$ cat src/hw/id_defs.svh
// RV32I decode stage constants
// Word and register file sizes, major opcodes and register field positions
`ifndef ID_DEFS_SVH
`define ID_DEFS_SVH

// Data path and register file geometry
`define ID_XLEN      32
`define ID_NUM_REGS  32
`define ID_REG_AW    5

// Major opcodes of the RV32I base set
`define ID_OPC_OP     7'h33
`define ID_OPC_OPIMM  7'h13
`define ID_OPC_LUI    7'h37
`define ID_OPC_AUIPC  7'h17
`define ID_OPC_JAL    7'h6f
`define ID_OPC_JALR   7'h67
`define ID_OPC_BRANCH 7'h63
`define ID_OPC_LOAD   7'h03
`define ID_OPC_STORE  7'h23

// Lowest bit of each register address field
`define ID_RS1_LSB 15
`define ID_RS2_LSB 20
`define ID_RD_LSB  7

`endif

$ cat src/hw/id_pkg.sv
// Types shared by the decode stage
// Word and index vectors plus the control encodings passed between blocks
`default_nettype none

`include "id_defs.svh"

package id_pkg;

  typedef logic [`ID_XLEN-1:0]   word_t;
  typedef logic [`ID_REG_AW-1:0] reg_addr_t;
  typedef logic [31:0]           instr_t;

  // Arithmetic ops first, branch compares after
  typedef enum logic [3:0] {
    ALU_ADD, ALU_SUB, ALU_SLL, ALU_SLT, ALU_SLTU, ALU_XOR, ALU_SRL, ALU_SRA,
    ALU_OR, ALU_AND, ALU_EQ, ALU_NE, ALU_LT, ALU_GE, ALU_LTU, ALU_GEU
  } alu_op_e;

  typedef enum logic [1:0] {OPA_REG, OPA_PC, OPA_ZERO} op_a_sel_e;
  typedef enum logic {OPB_REG, OPB_IMM} op_b_sel_e;
  // Store data or link target
  typedef enum logic {OPC_REG, OPC_JT} op_c_sel_e;

  typedef enum logic [2:0] {IMM_I, IMM_S, IMM_U, IMM_PCINCR} imm_sel_e;
  typedef enum logic [1:0] {JK_NONE, JK_JAL, JK_JALR, JK_BRANCH} jump_kind_e;

  // Operand source after forwarding
  typedef enum logic [1:0] {FW_REGFILE, FW_EX, FW_WB} fw_sel_e;
  typedef enum logic [1:0] {MEM_BYTE, MEM_HALF, MEM_WORD} mem_type_e;

endpackage

`default_nettype wire

$ cat src/hw/id_decoder.sv
// Instruction decoder of the RV32I decode stage
// Turns opcode and funct fields into controls, builds immediates and the jump target
`timescale 1ns/10ps
`default_nettype none

`include "id_defs.svh"

module id_decoder
(
  input  id_pkg::instr_t     instr_i,
  input  logic               instr_valid_i,
  input  id_pkg::word_t      current_pc_i,
  input  id_pkg::word_t      rs1_rdata_i,

  output id_pkg::reg_addr_t  rs1_addr_o,
  output id_pkg::reg_addr_t  rs2_addr_o,
  output id_pkg::reg_addr_t  rd_addr_o,
  output logic               rs1_used_o,
  output logic               rs2_used_o,
  output id_pkg::alu_op_e    alu_operator_o,
  output id_pkg::op_a_sel_e  op_a_sel_o,
  output id_pkg::op_b_sel_e  op_b_sel_o,
  output id_pkg::op_c_sel_e  op_c_sel_o,
  output id_pkg::word_t      imm_b_o,
  output id_pkg::jump_kind_e jump_kind_o,
  output id_pkg::word_t      jump_target_o,
  output logic               rd_we_o,
  output logic               data_req_o,
  output logic               data_we_o,
  output logic               data_sign_ext_o,
  output id_pkg::mem_type_e  data_type_o,
  output logic               illegal_insn_o
);

  import id_pkg::*;

  logic [6:0] opcode;
  logic [2:0] funct3;
  logic       funct7_b5;
  logic       illegal_opc;
  imm_sel_e   imm_sel;
  word_t      imm_i;
  word_t      imm_s;
  word_t      imm_sb;
  word_t      imm_u;
  word_t      imm_j;

  // OP and OP-IMM share funct3, SUB only exists in register form
  function automatic alu_op_e arith_op(input logic [2:0] f3, input logic alt,
                                       input logic reg_form);
    case (f3)
      3'b000:  return (alt && reg_form) ? ALU_SUB : ALU_ADD;
      3'b001:  return ALU_SLL;
      3'b010:  return ALU_SLT;
      3'b011:  return ALU_SLTU;
      3'b100:  return ALU_XOR;
      3'b101:  return alt ? ALU_SRA : ALU_SRL;
      3'b110:  return ALU_OR;
      default: return ALU_AND;
    endcase
  endfunction

  function automatic alu_op_e branch_op(input logic [2:0] f3);
    case (f3)
      3'b001:  return ALU_NE;
      3'b100:  return ALU_LT;
      3'b101:  return ALU_GE;
      3'b110:  return ALU_LTU;
      3'b111:  return ALU_GEU;
      default: return ALU_EQ;
    endcase
  endfunction

  // Access size from funct3[1:0]
  function automatic mem_type_e mem_size(input logic [1:0] f3_lo);
    case (f3_lo)
      2'b00:   return MEM_BYTE;
      2'b01:   return MEM_HALF;
      default: return MEM_WORD;
    endcase
  endfunction

  assign opcode    = instr_i[6:0];
  assign funct3    = instr_i[14:12];
  assign funct7_b5 = instr_i[30];

  assign rs1_addr_o = instr_i[`ID_RS1_LSB +: `ID_REG_AW];
  assign rs2_addr_o = instr_i[`ID_RS2_LSB +: `ID_REG_AW];
  assign rd_addr_o  = instr_i[`ID_RD_LSB +: `ID_REG_AW];

  //////////////////////////////////////////////////
  // Immediates
  //////////////////////////////////////////////////

  // Sign extended from instr bit 31
  assign imm_i  = {{20{instr_i[31]}}, instr_i[31:20]};
  assign imm_s  = {{20{instr_i[31]}}, instr_i[31:25], instr_i[11:7]};
  assign imm_sb = {{20{instr_i[31]}}, instr_i[7], instr_i[30:25], instr_i[11:8], 1'b0};
  assign imm_u  = {instr_i[31:12], 12'b0};
  assign imm_j  = {{12{instr_i[31]}}, instr_i[19:12], instr_i[20], instr_i[30:21], 1'b0};

  //////////////////////////////////////////////////
  // Opcode decode
  //////////////////////////////////////////////////

  always_comb
  begin
    // Defaults describe a nop, illegal opcodes keep them
    alu_operator_o  = ALU_ADD;
    op_a_sel_o      = OPA_REG;
    op_b_sel_o      = OPB_IMM;
    op_c_sel_o      = OPC_REG;
    imm_sel         = IMM_I;
    jump_kind_o     = JK_NONE;
    rs1_used_o      = 1'b0;
    rs2_used_o      = 1'b0;
    rd_we_o         = 1'b0;
    data_req_o      = 1'b0;
    data_we_o       = 1'b0;
    data_sign_ext_o = 1'b0;
    data_type_o     = MEM_WORD;
    illegal_opc     = 1'b0;

    case (opcode)
      `ID_OPC_OP:
      begin
        rs1_used_o     = 1'b1;
        rs2_used_o     = 1'b1;
        rd_we_o        = 1'b1;
        op_b_sel_o     = OPB_REG;
        alu_operator_o = arith_op(funct3, funct7_b5, 1'b1);
      end
      `ID_OPC_OPIMM:
      begin
        rs1_used_o     = 1'b1;
        rd_we_o        = 1'b1;
        alu_operator_o = arith_op(funct3, funct7_b5, 1'b0);
      end
      // Upper immediate on B, zero or pc on A
      `ID_OPC_LUI:
      begin
        rd_we_o    = 1'b1;
        op_a_sel_o = OPA_ZERO;
        imm_sel    = IMM_U;
      end
      `ID_OPC_AUIPC:
      begin
        rd_we_o    = 1'b1;
        op_a_sel_o = OPA_PC;
        imm_sel    = IMM_U;
      end
      // Link value pc + 4 computed in EX, target rides on C
      `ID_OPC_JAL:
      begin
        rd_we_o     = 1'b1;
        op_a_sel_o  = OPA_PC;
        op_c_sel_o  = OPC_JT;
        imm_sel     = IMM_PCINCR;
        jump_kind_o = JK_JAL;
      end
      `ID_OPC_JALR:
      begin
        rs1_used_o  = 1'b1;
        rd_we_o     = 1'b1;
        op_a_sel_o  = OPA_PC;
        op_c_sel_o  = OPC_JT;
        imm_sel     = IMM_PCINCR;
        jump_kind_o = JK_JALR;
      end
      `ID_OPC_BRANCH:
      begin
        rs1_used_o     = 1'b1;
        rs2_used_o     = 1'b1;
        op_b_sel_o     = OPB_REG;
        jump_kind_o    = JK_BRANCH;
        alu_operator_o = branch_op(funct3);
      end
      `ID_OPC_LOAD:
      begin
        rs1_used_o      = 1'b1;
        rd_we_o         = 1'b1;
        data_req_o      = 1'b1;
        data_sign_ext_o = ~funct3[2];
        data_type_o     = mem_size(funct3[1:0]);
      end
      // Address on A plus B, store data on C
      `ID_OPC_STORE:
      begin
        rs1_used_o  = 1'b1;
        rs2_used_o  = 1'b1;
        data_req_o  = 1'b1;
        data_we_o   = 1'b1;
        imm_sel     = IMM_S;
        data_type_o = mem_size(funct3[1:0]);
      end
      default:
      begin
        illegal_opc = 1'b1;
      end
    endcase
  end

  assign illegal_insn_o = instr_valid_i & illegal_opc;

  // Operand B immediate
  always_comb
  begin
    case (imm_sel)
      IMM_S:      imm_b_o = imm_s;
      IMM_U:      imm_b_o = imm_u;
      IMM_PCINCR: imm_b_o = word_t'(4);
      default:    imm_b_o = imm_i;
    endcase
  end

  // JALR uses raw register file data, no forwarding on this path
  always_comb
  begin
    case (jump_kind_o)
      JK_JAL:    jump_target_o = current_pc_i + imm_j;
      JK_BRANCH: jump_target_o = current_pc_i + imm_sb;
      default:   jump_target_o = rs1_rdata_i + imm_i;
    endcase
  end

  always_comb
  begin
    assert (!(illegal_insn_o && rd_we_o))
      else $error("illegal instruction requests a register write");
  end

endmodule

`default_nettype wire

$ cat src/hw/id_operand_issue.sv
// Operand issue of the decode stage
// Forwarding, operand muxes, load-use and JALR hazards, and the ID/EX register
`timescale 1ns/10ps
`default_nettype none

`include "id_defs.svh"

module id_operand_issue
(
  input  logic               clk,
  input  logic               rst_n,

  // From the decoder
  input  id_pkg::reg_addr_t  rs1_addr_i,
  input  id_pkg::reg_addr_t  rs2_addr_i,
  input  id_pkg::reg_addr_t  rd_addr_i,
  input  logic               rs1_used_i,
  input  logic               rs2_used_i,
  input  id_pkg::alu_op_e    alu_operator_i,
  input  id_pkg::op_a_sel_e  op_a_sel_i,
  input  id_pkg::op_b_sel_e  op_b_sel_i,
  input  id_pkg::op_c_sel_e  op_c_sel_i,
  input  id_pkg::word_t      imm_b_i,
  input  id_pkg::jump_kind_e jump_kind_i,
  input  id_pkg::word_t      jump_target_i,
  input  logic               rd_we_i,
  input  logic               data_req_i,
  input  logic               data_we_i,
  input  logic               data_sign_ext_i,
  input  id_pkg::mem_type_e  data_type_i,

  // Register file read data
  input  id_pkg::word_t      rs1_rdata_i,
  input  id_pkg::word_t      rs2_rdata_i,

  input  id_pkg::word_t      current_pc_i,
  input  logic               instr_valid_i,
  input  logic               ex_ready_i,

  // Forward paths
  input  logic               fw_ex_we_i,
  input  id_pkg::reg_addr_t  fw_ex_waddr_i,
  input  id_pkg::word_t      fw_ex_wdata_i,
  input  logic               wb_we_i,
  input  id_pkg::reg_addr_t  wb_waddr_i,
  input  id_pkg::word_t      wb_wdata_i,

  output logic               id_ready_o,
  output logic               id_valid_o,

  // ID/EX register
  output id_pkg::alu_op_e    alu_operator_ex_o,
  output id_pkg::word_t      alu_operand_a_ex_o,
  output id_pkg::word_t      alu_operand_b_ex_o,
  output id_pkg::word_t      alu_operand_c_ex_o,
  output id_pkg::reg_addr_t  regfile_waddr_ex_o,
  output logic               regfile_we_ex_o,
  output logic               data_req_ex_o,
  output logic               data_we_ex_o,
  output logic               data_sign_ext_ex_o,
  output id_pkg::mem_type_e  data_type_ex_o,
  output logic               branch_in_ex_o
);

  import id_pkg::*;

  fw_sel_e fw_sel_a;
  fw_sel_e fw_sel_b;
  word_t   rs1_value;
  word_t   rs2_value;
  word_t   operand_a;
  word_t   operand_b;
  word_t   operand_c;
  logic    load_in_ex;
  logic    load_stall;
  logic    jr_stall;

  // EX beats WB and x0 is never forwarded
  function automatic fw_sel_e fw_select(input reg_addr_t addr, input logic ex_we,
                                        input reg_addr_t ex_addr, input logic wb_we,
                                        input reg_addr_t wb_addr);
    if (addr == '0)
      return FW_REGFILE;
    if (ex_we && (addr == ex_addr))
      return FW_EX;
    if (wb_we && (addr == wb_addr))
      return FW_WB;
    return FW_REGFILE;
  endfunction

  function automatic word_t fw_value(input fw_sel_e sel, input word_t rf_data,
                                     input word_t ex_data, input word_t wb_data);
    case (sel)
      FW_EX:   return ex_data;
      FW_WB:   return wb_data;
      default: return rf_data;
    endcase
  endfunction

  //////////////////////////////////////////////////
  // Forwarding and operand muxes
  //////////////////////////////////////////////////

  assign fw_sel_a  = fw_select(rs1_addr_i, fw_ex_we_i, fw_ex_waddr_i, wb_we_i, wb_waddr_i);
  assign fw_sel_b  = fw_select(rs2_addr_i, fw_ex_we_i, fw_ex_waddr_i, wb_we_i, wb_waddr_i);
  assign rs1_value = fw_value(fw_sel_a, rs1_rdata_i, fw_ex_wdata_i, wb_wdata_i);
  assign rs2_value = fw_value(fw_sel_b, rs2_rdata_i, fw_ex_wdata_i, wb_wdata_i);

  always_comb
  begin
    case (op_a_sel_i)
      OPA_PC:   operand_a = current_pc_i;
      OPA_ZERO: operand_a = '0;
      default:  operand_a = rs1_value;
    endcase
  end

  assign operand_b = (op_b_sel_i == OPB_IMM) ? imm_b_i : rs2_value;
  // Store data and branch rs2, or link target
  assign operand_c = (op_c_sel_i == OPC_JT) ? jump_target_i : rs2_value;

  //////////////////////////////////////////////////
  // Hazards
  //////////////////////////////////////////////////

  // Load in ID/EX with a live destination
  assign load_in_ex = data_req_ex_o & ~data_we_ex_o & regfile_we_ex_o &
                      (regfile_waddr_ex_o != '0);
  assign load_stall = load_in_ex &
                      ((rs1_used_i & (rs1_addr_i == regfile_waddr_ex_o)) |
                       (rs2_used_i & (rs2_addr_i == regfile_waddr_ex_o)));

  // JALR target reads raw rs1 and must wait for any pending writer
  assign jr_stall = (jump_kind_i == JK_JALR) & (rs1_addr_i != '0) &
                    ((regfile_we_ex_o & (rs1_addr_i == regfile_waddr_ex_o)) |
                     (fw_ex_we_i & (rs1_addr_i == fw_ex_waddr_i)));

  assign id_ready_o = ex_ready_i & ~load_stall & ~jr_stall;
  assign id_valid_o = id_ready_o & instr_valid_i;

  //////////////////////////////////////////////////
  // ID/EX register
  //////////////////////////////////////////////////

  always_ff @(posedge clk, negedge rst_n)
  begin
    if (!rst_n)
    begin
      alu_operator_ex_o  <= ALU_ADD;
      alu_operand_a_ex_o <= '0;
      alu_operand_b_ex_o <= '0;
      alu_operand_c_ex_o <= '0;
      regfile_waddr_ex_o <= '0;
      regfile_we_ex_o    <= 1'b0;
      data_req_ex_o      <= 1'b0;
      data_we_ex_o       <= 1'b0;
      data_sign_ext_ex_o <= 1'b0;
      data_type_ex_o     <= MEM_WORD;
      branch_in_ex_o     <= 1'b0;
    end
    else if (id_valid_o)
    begin
      alu_operator_ex_o  <= alu_operator_i;
      alu_operand_a_ex_o <= operand_a;
      alu_operand_b_ex_o <= operand_b;
      alu_operand_c_ex_o <= operand_c;
      regfile_waddr_ex_o <= rd_addr_i;
      regfile_we_ex_o    <= rd_we_i;
      data_req_ex_o      <= data_req_i;
      data_we_ex_o       <= data_we_i;
      data_sign_ext_ex_o <= data_sign_ext_i;
      data_type_ex_o     <= data_type_i;
      branch_in_ex_o     <= (jump_kind_i == JK_BRANCH);
    end
    else if (ex_ready_i)
    begin
      // Bubble into EX
      regfile_we_ex_o <= 1'b0;
      data_req_ex_o   <= 1'b0;
      branch_in_ex_o  <= 1'b0;
    end
  end

  // Load-use stall leaves a bubble behind the load
  assert property (@(posedge clk) disable iff (!rst_n)
    (load_stall && ex_ready_i) |=> (!regfile_we_ex_o && !data_req_ex_o));

  // EX back-pressure freezes the whole ID/EX register
  assert property (@(posedge clk) disable iff (!rst_n)
    !ex_ready_i |=> $stable({alu_operator_ex_o, alu_operand_a_ex_o, alu_operand_b_ex_o,
                             alu_operand_c_ex_o, regfile_waddr_ex_o, regfile_we_ex_o,
                             data_req_ex_o, data_we_ex_o, data_sign_ext_ex_o,
                             data_type_ex_o, branch_in_ex_o}));

endmodule

`default_nettype wire

$ cat src/hw/id_regfile.sv
// Register file of the decode stage
// 32 words, two combinational read ports, two write ports, x0 fixed at zero
`timescale 1ns/10ps
`default_nettype none

`include "id_defs.svh"

module id_regfile
(
  input  logic              clk,
  input  logic              rst_n,

  input  id_pkg::reg_addr_t raddr_a_i,
  input  id_pkg::reg_addr_t raddr_b_i,
  output id_pkg::word_t     rdata_a_o,
  output id_pkg::word_t     rdata_b_o,

  // Port A from WB, port B from the EX forward path
  input  id_pkg::reg_addr_t waddr_a_i,
  input  id_pkg::word_t     wdata_a_i,
  input  logic              we_a_i,
  input  id_pkg::reg_addr_t waddr_b_i,
  input  id_pkg::word_t     wdata_b_i,
  input  logic              we_b_i
);

  import id_pkg::*;

  word_t mem [`ID_NUM_REGS];

  always_ff @(posedge clk, negedge rst_n)
  begin
    if (!rst_n)
    begin
      for (int i = 0; i < `ID_NUM_REGS; i++)
        mem[i] <= '0;
    end
    else
    begin
      if (we_a_i && (waddr_a_i != '0))
        mem[waddr_a_i] <= wdata_a_i;
      // Port B last so it wins a same address write
      if (we_b_i && (waddr_b_i != '0))
        mem[waddr_b_i] <= wdata_b_i;
    end
  end

  // Entry 0 is never written after reset
  assign rdata_a_o = mem[raddr_a_i];
  assign rdata_b_o = mem[raddr_b_i];

  assert property (@(posedge clk) disable iff (!rst_n)
    ((raddr_a_i == '0) |-> (rdata_a_o == '0)) and ((raddr_b_i == '0) |-> (rdata_b_o == '0)));

endmodule

`default_nettype wire

$ cat src/hw/id_stage.sv
// Decode stage top level
// Connects the decoder, the register file and the operand issue block
`timescale 1ns/10ps
`default_nettype none

`include "id_defs.svh"

module id_stage
(
  input  logic               clk,
  input  logic               rst_n,

  // From fetch
  input  logic               instr_valid_i,
  input  id_pkg::instr_t     instr_rdata_i,
  input  id_pkg::word_t      current_pc_i,

  input  logic               ex_ready_i,

  // EX forward path, also register file port B
  input  logic               fw_ex_we_i,
  input  id_pkg::reg_addr_t  fw_ex_waddr_i,
  input  id_pkg::word_t      fw_ex_wdata_i,

  // WB writeback, register file port A
  input  logic               wb_we_i,
  input  id_pkg::reg_addr_t  wb_waddr_i,
  input  id_pkg::word_t      wb_wdata_i,

  output logic               id_ready_o,
  output logic               id_valid_o,
  output logic               illegal_insn_o,
  output id_pkg::word_t      jump_target_o,

  output id_pkg::alu_op_e    alu_operator_ex_o,
  output id_pkg::word_t      alu_operand_a_ex_o,
  output id_pkg::word_t      alu_operand_b_ex_o,
  output id_pkg::word_t      alu_operand_c_ex_o,
  output id_pkg::reg_addr_t  regfile_waddr_ex_o,
  output logic               regfile_we_ex_o,
  output logic               data_req_ex_o,
  output logic               data_we_ex_o,
  output logic               data_sign_ext_ex_o,
  output id_pkg::mem_type_e  data_type_ex_o,
  output logic               branch_in_ex_o
);

  import id_pkg::*;

  // Decoded fields
  reg_addr_t  rs1_addr;
  reg_addr_t  rs2_addr;
  reg_addr_t  rd_addr;
  logic       rs1_used;
  logic       rs2_used;
  alu_op_e    alu_operator;
  op_a_sel_e  op_a_sel;
  op_b_sel_e  op_b_sel;
  op_c_sel_e  op_c_sel;
  word_t      imm_b;
  jump_kind_e jump_kind;
  logic       rd_we;
  logic       data_req;
  logic       data_we;
  logic       data_sign_ext;
  mem_type_e  data_type;

  // Raw register file reads
  word_t      rs1_rdata;
  word_t      rs2_rdata;

  id_decoder u_decoder
  (
    .instr_i         ( instr_rdata_i  ),
    .instr_valid_i   ( instr_valid_i  ),
    .current_pc_i    ( current_pc_i   ),
    .rs1_rdata_i     ( rs1_rdata      ),
    .rs1_addr_o      ( rs1_addr       ),
    .rs2_addr_o      ( rs2_addr       ),
    .rd_addr_o       ( rd_addr        ),
    .rs1_used_o      ( rs1_used       ),
    .rs2_used_o      ( rs2_used       ),
    .alu_operator_o  ( alu_operator   ),
    .op_a_sel_o      ( op_a_sel       ),
    .op_b_sel_o      ( op_b_sel       ),
    .op_c_sel_o      ( op_c_sel       ),
    .imm_b_o         ( imm_b          ),
    .jump_kind_o     ( jump_kind      ),
    .jump_target_o   ( jump_target_o  ),
    .rd_we_o         ( rd_we          ),
    .data_req_o      ( data_req       ),
    .data_we_o       ( data_we        ),
    .data_sign_ext_o ( data_sign_ext  ),
    .data_type_o     ( data_type      ),
    .illegal_insn_o  ( illegal_insn_o )
  );

  id_regfile u_regfile
  (
    .clk       ( clk           ),
    .rst_n     ( rst_n         ),
    .raddr_a_i ( rs1_addr      ),
    .raddr_b_i ( rs2_addr      ),
    .rdata_a_o ( rs1_rdata     ),
    .rdata_b_o ( rs2_rdata     ),
    .waddr_a_i ( wb_waddr_i    ),
    .wdata_a_i ( wb_wdata_i    ),
    .we_a_i    ( wb_we_i       ),
    .waddr_b_i ( fw_ex_waddr_i ),
    .wdata_b_i ( fw_ex_wdata_i ),
    .we_b_i    ( fw_ex_we_i    )
  );

  id_operand_issue u_issue
  (
    .clk                ( clk                ),
    .rst_n              ( rst_n              ),
    .rs1_addr_i         ( rs1_addr           ),
    .rs2_addr_i         ( rs2_addr           ),
    .rd_addr_i          ( rd_addr            ),
    .rs1_used_i         ( rs1_used           ),
    .rs2_used_i         ( rs2_used           ),
    .alu_operator_i     ( alu_operator       ),
    .op_a_sel_i         ( op_a_sel           ),
    .op_b_sel_i         ( op_b_sel           ),
    .op_c_sel_i         ( op_c_sel           ),
    .imm_b_i            ( imm_b              ),
    .jump_kind_i        ( jump_kind          ),
    .jump_target_i      ( jump_target_o      ),
    .rd_we_i            ( rd_we              ),
    .data_req_i         ( data_req           ),
    .data_we_i          ( data_we            ),
    .data_sign_ext_i    ( data_sign_ext      ),
    .data_type_i        ( data_type          ),
    .rs1_rdata_i        ( rs1_rdata          ),
    .rs2_rdata_i        ( rs2_rdata          ),
    .current_pc_i       ( current_pc_i       ),
    .instr_valid_i      ( instr_valid_i      ),
    .ex_ready_i         ( ex_ready_i         ),
    .fw_ex_we_i         ( fw_ex_we_i         ),
    .fw_ex_waddr_i      ( fw_ex_waddr_i      ),
    .fw_ex_wdata_i      ( fw_ex_wdata_i      ),
    .wb_we_i            ( wb_we_i            ),
    .wb_waddr_i         ( wb_waddr_i         ),
    .wb_wdata_i         ( wb_wdata_i         ),
    .id_ready_o         ( id_ready_o         ),
    .id_valid_o         ( id_valid_o         ),
    .alu_operator_ex_o  ( alu_operator_ex_o  ),
    .alu_operand_a_ex_o ( alu_operand_a_ex_o ),
    .alu_operand_b_ex_o ( alu_operand_b_ex_o ),
    .alu_operand_c_ex_o ( alu_operand_c_ex_o ),
    .regfile_waddr_ex_o ( regfile_waddr_ex_o ),
    .regfile_we_ex_o    ( regfile_we_ex_o    ),
    .data_req_ex_o      ( data_req_ex_o      ),
    .data_we_ex_o       ( data_we_ex_o       ),
    .data_sign_ext_ex_o ( data_sign_ext_ex_o ),
    .data_type_ex_o     ( data_type_ex_o     ),
    .branch_in_ex_o     ( branch_in_ex_o     )
  );

endmodule

`default_nettype wire

$ cat config.mk
export PLATFORM = sky130hd
export DESIGN_NAME = id_stage
export DESIGN_NICKNAME = d
export VERILOG_FILES = /design/src/hw/id_pkg.sv /design/src/hw/id_decoder.sv /design/src/hw/id_operand_issue.sv /design/src/hw/id_regfile.sv /design/src/hw/id_stage.sv
export VERILOG_INCLUDE_DIRS = /design/src /design/src/hw
export SDC_FILE = /design/constraint.sdc
export NUM_CORES = 2
export LEC_CHECK = 0
export BUFFER_PORTS_ARGS = -buffer_cell sky130_fd_sc_hd__buf_4
export CAP_MARGIN = 40
export CELL_PAD_IN_SITES_DETAIL_PLACEMENT = 0
export CELL_PAD_IN_SITES_GLOBAL_PLACEMENT = 1
export CORE_ASPECT_RATIO = 2
export CORE_UTILIZATION = 35
export DETAILED_ROUTE_END_ITERATION = 16
export GPL_ROUTABILITY_DRIVEN = 1
export PLACE_DENSITY_LB_ADDON = 0.08
export SLEW_MARGIN = 5
export SYNTH_ARGS = -nofsm -noshare
export SYNTH_HDL_FRONTEND = slang
export SYNTH_SLANG_ARGS = --single-unit
$ cat constraint.sdc
create_clock -name clk -period 10.9 [get_ports clk]
set_input_delay 2.18 -clock clk [delete_from_list [all_inputs] [get_ports clk]]
set_output_delay 2.18 -clock clk [all_outputs]
set_load 0.01 [all_outputs]
### Word-level counts from Yosys, hierarchy flattened

Cells that the tools add are included.

* add/sub/neg operators: 3
* multiply operators: 0
* div/mod/pow operators: 0
* magnitude comparators: 6
* equality and inequality tests: 35
* shifts and indexed selects: 0
* muxes and demuxes: 68
* bitwise operators: 24
* reductions and logical operators: 26

Operator list (count)
* bitwise mux 1024 bit: 2
* two-way mux 1024 bit: 2
* binary-select mux 32 bit (select 5 bit): 2
* demux 32 bit (select 5 bit): 2
* two-way mux 32 bit: 8
* one-hot mux 32 bit (2 select lines): 4
* adder 32 bit: 3
* one-hot mux 32 bit (3 select lines): 1
* one-hot mux 4 bit (7 select lines): 2
* == test 5 bit: 6
* two-way mux 1 bit: 26
* two-way mux 2 bit: 13
* greater-or-equal comparator 6 bit (second input constant): 4
* inverter 5 -> 6 bit: 4
* == test 7 x 6 -> 1 bit (second input constant): 3
* == test 7 bit (second input constant): 3
* nonzero test 5 bit: 4
* one-hot mux 3 bit (5 select lines): 1
* bitwise AND 1 bit: 14
* == test 2 bit (second input constant): 7
* == test 7 x 5 -> 1 bit (second input constant): 2
* == test 2 x 1 -> 1 bit (second input constant): 6
* == test 3 bit (second input constant): 4
* less-than comparator 6 x 1 -> 1 bit (second input constant): 2
* 18 further kinds: 37

* flip-flop bits (word level): 1136
* bits in latches: 0
* memory bits (writable): 0
* ROM bits: 0
* input bits: 144
* output and inout port bits: 147
* logic and storage cells: 205
* memories: 0

### Longest topological paths before layout

* depth after elaboration: 12
* gate-level depth with buffers: 20
* mapped depth without buffers: 17

### By module

Synthesis repeated with hierarchy kept, for this count alone.

* cells, all modules: 8290
* area, all modules: 75777.7 sq um

By module, submodules not included
* id_regfile: times used 1, cells each 6876, area an instance 64220.3 sq um, sequential area each 25624.6 sq um
* id_operand_issue: times used 1, cells each 739, area an instance 7114.3 sq um, sequential area each 2803.9 sq um
* id_decoder: times used 1, cells each 675, area an instance 4443.0 sq um, sequential area each 0.0 sq um

### Worst setup path after synthesis

No wires, ideal clock.

* kind: in2out
* from: input instr_rdata_i[15]
* to: output jump_target_o[28]
* data arrival time: 6.756 ns
* data required time: 8.720 ns
* path slack: 1.964 ns
* stages on the path: 17
* path buffers: 4
* cells stage by stage: buf_6 > buf_2 > buf_1 > mux4_2 > mux4_2 > mux2_2 > ha_1 > buf_2 > nand4_2 > or3_1 > a311o_1 > a31oi_4 > a311oi_2 > o311ai_2 > a21oi_1 > xnor2_1 > mux2_2

* longest elaborated chain between the ends: 6
* elaborated cells on any way between the ends: 7
* those cells by class: add/sub: 2; mux: 4; bitwise: 1

RTL lines
* start: declaration: line id_stage.sv:15 `input id_pkg::instr_t instr_rdata_i,`
* inverter 5 -> 6 bit (not written as such): line id_regfile.sv:49 `assign rdata_a_o = mem[raddr_a_i];`
* binary-select mux 32 bit (select 5 bit): line id_regfile.sv:49
* two-way mux 32 bit (not written as such) (2 in series): line id_regfile.sv:49
* adder 32 bit: line id_decoder.sv:222 `default: jump_target_o = rs1_rdata_i + imm_i;`
* one-hot mux 32 bit (2 select lines) (*): line id_decoder.sv:219 `case (jump_kind_o)`
* end: declaration: line id_stage.sv:33 `output id_pkg::word_t jump_target_o,`

Every way passes the cells marked *; elsewhere a longest branch is shown, timed or not. The select of a mux whose other input is x is not followed.

### Worst setup path after layout

* from: input instr_rdata_i[15]
* to: output jump_target_o[22]

The elaborated chain is that of the path after synthesis.

==> impl_metrics.ini <==
[worst_setup_path]
reg2reg_slack_ns = 5.32
r2r_cells = 14
cp_data_required_time_ns = 8.72
crit_path_start_kind = input pin
critical_path.max_stage_delay_ns = 0.73
path_delay_family = compound AO/OA/AOI/OAI gates
cp.depth = 17
cp_cell_sequence = buf_8 > buf_12 > buf_12 > buf_4 > mux4_2 > mux4_2 > mux2_2 > ha_1 > a21oi_1 > o22ai_1 > a221oi_2 > a31oi_4 > a311oi_2 > o21ba_2 > xor2_1 > a21oi_1 > buf_4
end_kind = primary output
crit_arrival_ns = 8.05
critPathMaxFanout = 47
reg2reg_to = u_issue.alu_operand_c_ex_o[22]
crit_type = input pin to primary output
r2r_start = u_regfile.mem[397]
crit_buf_inv = 5
cp_slowest_cell = a21oi_1

[sta]
rsz0062_at_grt = false
skew_ns = 0.0404
fin_crit_ns = 10.23
tightest_slew_ns = 0.990
hold_violations = 0
post-route-period-util = 0.939
relSlewSlack = 0.331
fmax_mhz = 97.7
final-max-slew-violation-count = 0
setup_tns_ns = 0
setup_violations = 0

[logic_synthesis]
yosys_warnings = 0
ys.flop_type = dfrtp_1
syn_area_um2 = 73600
ys_seq_area_frac = 0.386
ys_async_sr_fraction = 1.00
ys_ff_latch = 1136
syn_area_per_cell_um2 = 10.1
syn_nets = 7502
ys_types = 79
synth_enable_flop_cells = 0
synth_cells = 7289

[clocking]
cts_setup_buffers = 0
cts-root-buf = clkbuf_16
clock-sinks = 1136
htreeDepth = 3
cts_resized = 0
cts_buffer_depth = 3
cts_buffers = 116
cts_hold_buf = 0
path_clk_slew_ns = 0.07
insertion_delay_ns = 0.80
cts_tree = yes

[worst_hold_path]
hold_path_end = u_regfile.mem[1007]
min-delay-start = u_regfile.mem[1007]
hp-class = register to register
hold_depth = 0

[global_route]
track_usage = 0.355
grt_pass1_vias = 61300
antenna_found_initial = 41
grt_pass1_wl_um = 524000
grt_max_degree = 145
grt-ovfl-total = 0

[pwr]
power_w = 0.0155
p_leak_nw = 34.5
power_density_nw_per_um2 = 187
ir_worst_vdd_v = 0.000141

[drt]
num_vias = 62300
drt-initial-drc-count = 6226
route.antenna.remaining_nets = 0
viasPerCell = 6.29
wirelength_um = 382000
drtPass1Iterations = 6
drc_errors = 0
wire_per_inst_um = 38.5

[finish]
fin_nets = 7249
fin_util = 0.397
final_layout_size_suffix_gt1_frac = 0.195
nFillCells = 20500
area_growth_pct = 12.5
final_common_cell = dfrtp_1
mostFrequentLayoutCells = dfrtp_1 (1135), mux2i_1 (1038), nand2_1 (743)

[floorplanning]
fp.coreArea_um2 = 209000
rows = 237
ios = 291
fp.dieW_um = 326
dieArea_um2 = 212000
die_h_um = 651
start_util = 0.353

[placed_design]
port_buffers = 290
hpwl_um = 253000
gp_congestion = 0.976

[run_status]
status = completed

[job]
drv_cap = 0
-- cell type report --
cell class,instances,area (um2),share of cell area
flip-flops and latches,1136,28400,0.343
diodes,24,60.1,0.000725
inverters,28,105,0.00127
clock inverters,45,538,0.00649
multi-input cells,5236,42100,0.508
clock buffers,174,3360,0.0406
well taps,2748,3440,0.0415
repair buffers,518,4840,0.0584
-- metrics by stage --
| stage | area, um2 | hold WS (ns) | setup slack (ns) | std cells |
|---|---|---|---|---|
| finish | 82900 | 0.396 | 0.667 | 9909 |
| detailed placement | 78900 | 0.384 | 0.802 | 9664 |
| global placement | 77900 | 0.379 | 0.806 | 9619 |
| global route | 82800 | 0.410 | 0.546 | 9893 |
| CTS | 82800 | 0.398 | 0.807 | 9883 |
| floorplan | 73600 | 0.442 | 1.96 | 7289 |
-- layer usage --
layer / track usage / share of wire / vias to the layer above
met5: 0 / 0.00037 / -
met4: 0.259 / 0.085 / 20
met3: 0.0624 / 0.066 / 1030
met2: 0.610 / 0.50 / 3224
met1: 0.392 / 0.35 / 31900
li1: - / - / 26200
-- report_power, final --
| group | internal [W] | switching (W) |
|---|---|---|
| clock | 0.00235 | 0.00200 |
| combinational | 0.00230 | 0.00264 |
| sequential | 0.00527 | 0.000965 |
-- sequential cells by signal (all words and copies together) (netlist names) --
register,flops
u_issue.data_we_ex_o,1
u_issue.branch_in_ex_o,1
u_issue.regfile_waddr_ex_o,5
u_issue.alu_operator_ex_o,4
u_issue.data_type_ex_o,2
u_issue.alu_operand_a_ex_o,32
u_issue.data_req_ex_o,1
u_issue.alu_operand_c_ex_o,32
u_regfile.mem,1024
u_issue.alu_operand_b_ex_o,32
u_issue.data_sign_ext_ex_o,1
u_issue.regfile_we_ex_o,1
-- worst max-delay path by stage --
stage / start / endpoint / slack, ns
final: instr_rdata_i[15] / jump_target_o[22] / 0.67
after global placement: instr_rdata_i[15] / jump_target_o[29] / 0.81
after floorplan: instr_rdata_i[15] / jump_target_o[28] / 1.96
after CTS: instr_rdata_i[15] / jump_target_o[22] / 0.81
after global routing: instr_rdata_i[15] / jump_target_o[29] / 0.55
after detailed placement: instr_rdata_i[15] / jump_target_o[22] / 0.80
-- synthesized netlist by cell type (36+ instances only) --
library cell  number  area share
buf_1             92      0.0047
mux4_2           509        0.16
mux2i_1         1038        0.14
o21ai_0          620       0.042
o221ai_1          44      0.0052
buf_2             67      0.0046
xnor2_1           45      0.0054
o22ai_1           50      0.0042
nand2_1          767       0.039
ha_1              67       0.011
nor2_1           715       0.036
a32oi_1           88       0.010
nor3_1            37      0.0025
xor2_1            36      0.0043
a221oi_1          61      0.0073
a21oi_1          712       0.048
mux2_2            75       0.011
clkbuf_1         675       0.034
a21o_1            65      0.0066
dfrtp_1         1135        0.39
-- logic make-up (layout without fill, tap and decap cells) --
logic type | Yosys count | after routing | synth area share
compound gates | 1810 | 1810 | 0.144
buf+inv | 917 | 765 | 0.0500
mux | 1623 | 1623 | 0.309
simple gates | 1653 | 1653 | 0.0898
other cells | 0 | 24 | 0
fa+ha+maj | 69 | 69 | 0.0119
xor+xnor | 81 | 81 | 0.00964
flops | 1136 | 1136 | 0.386
No activity file was read; power rests on OpenSTA's default activity.
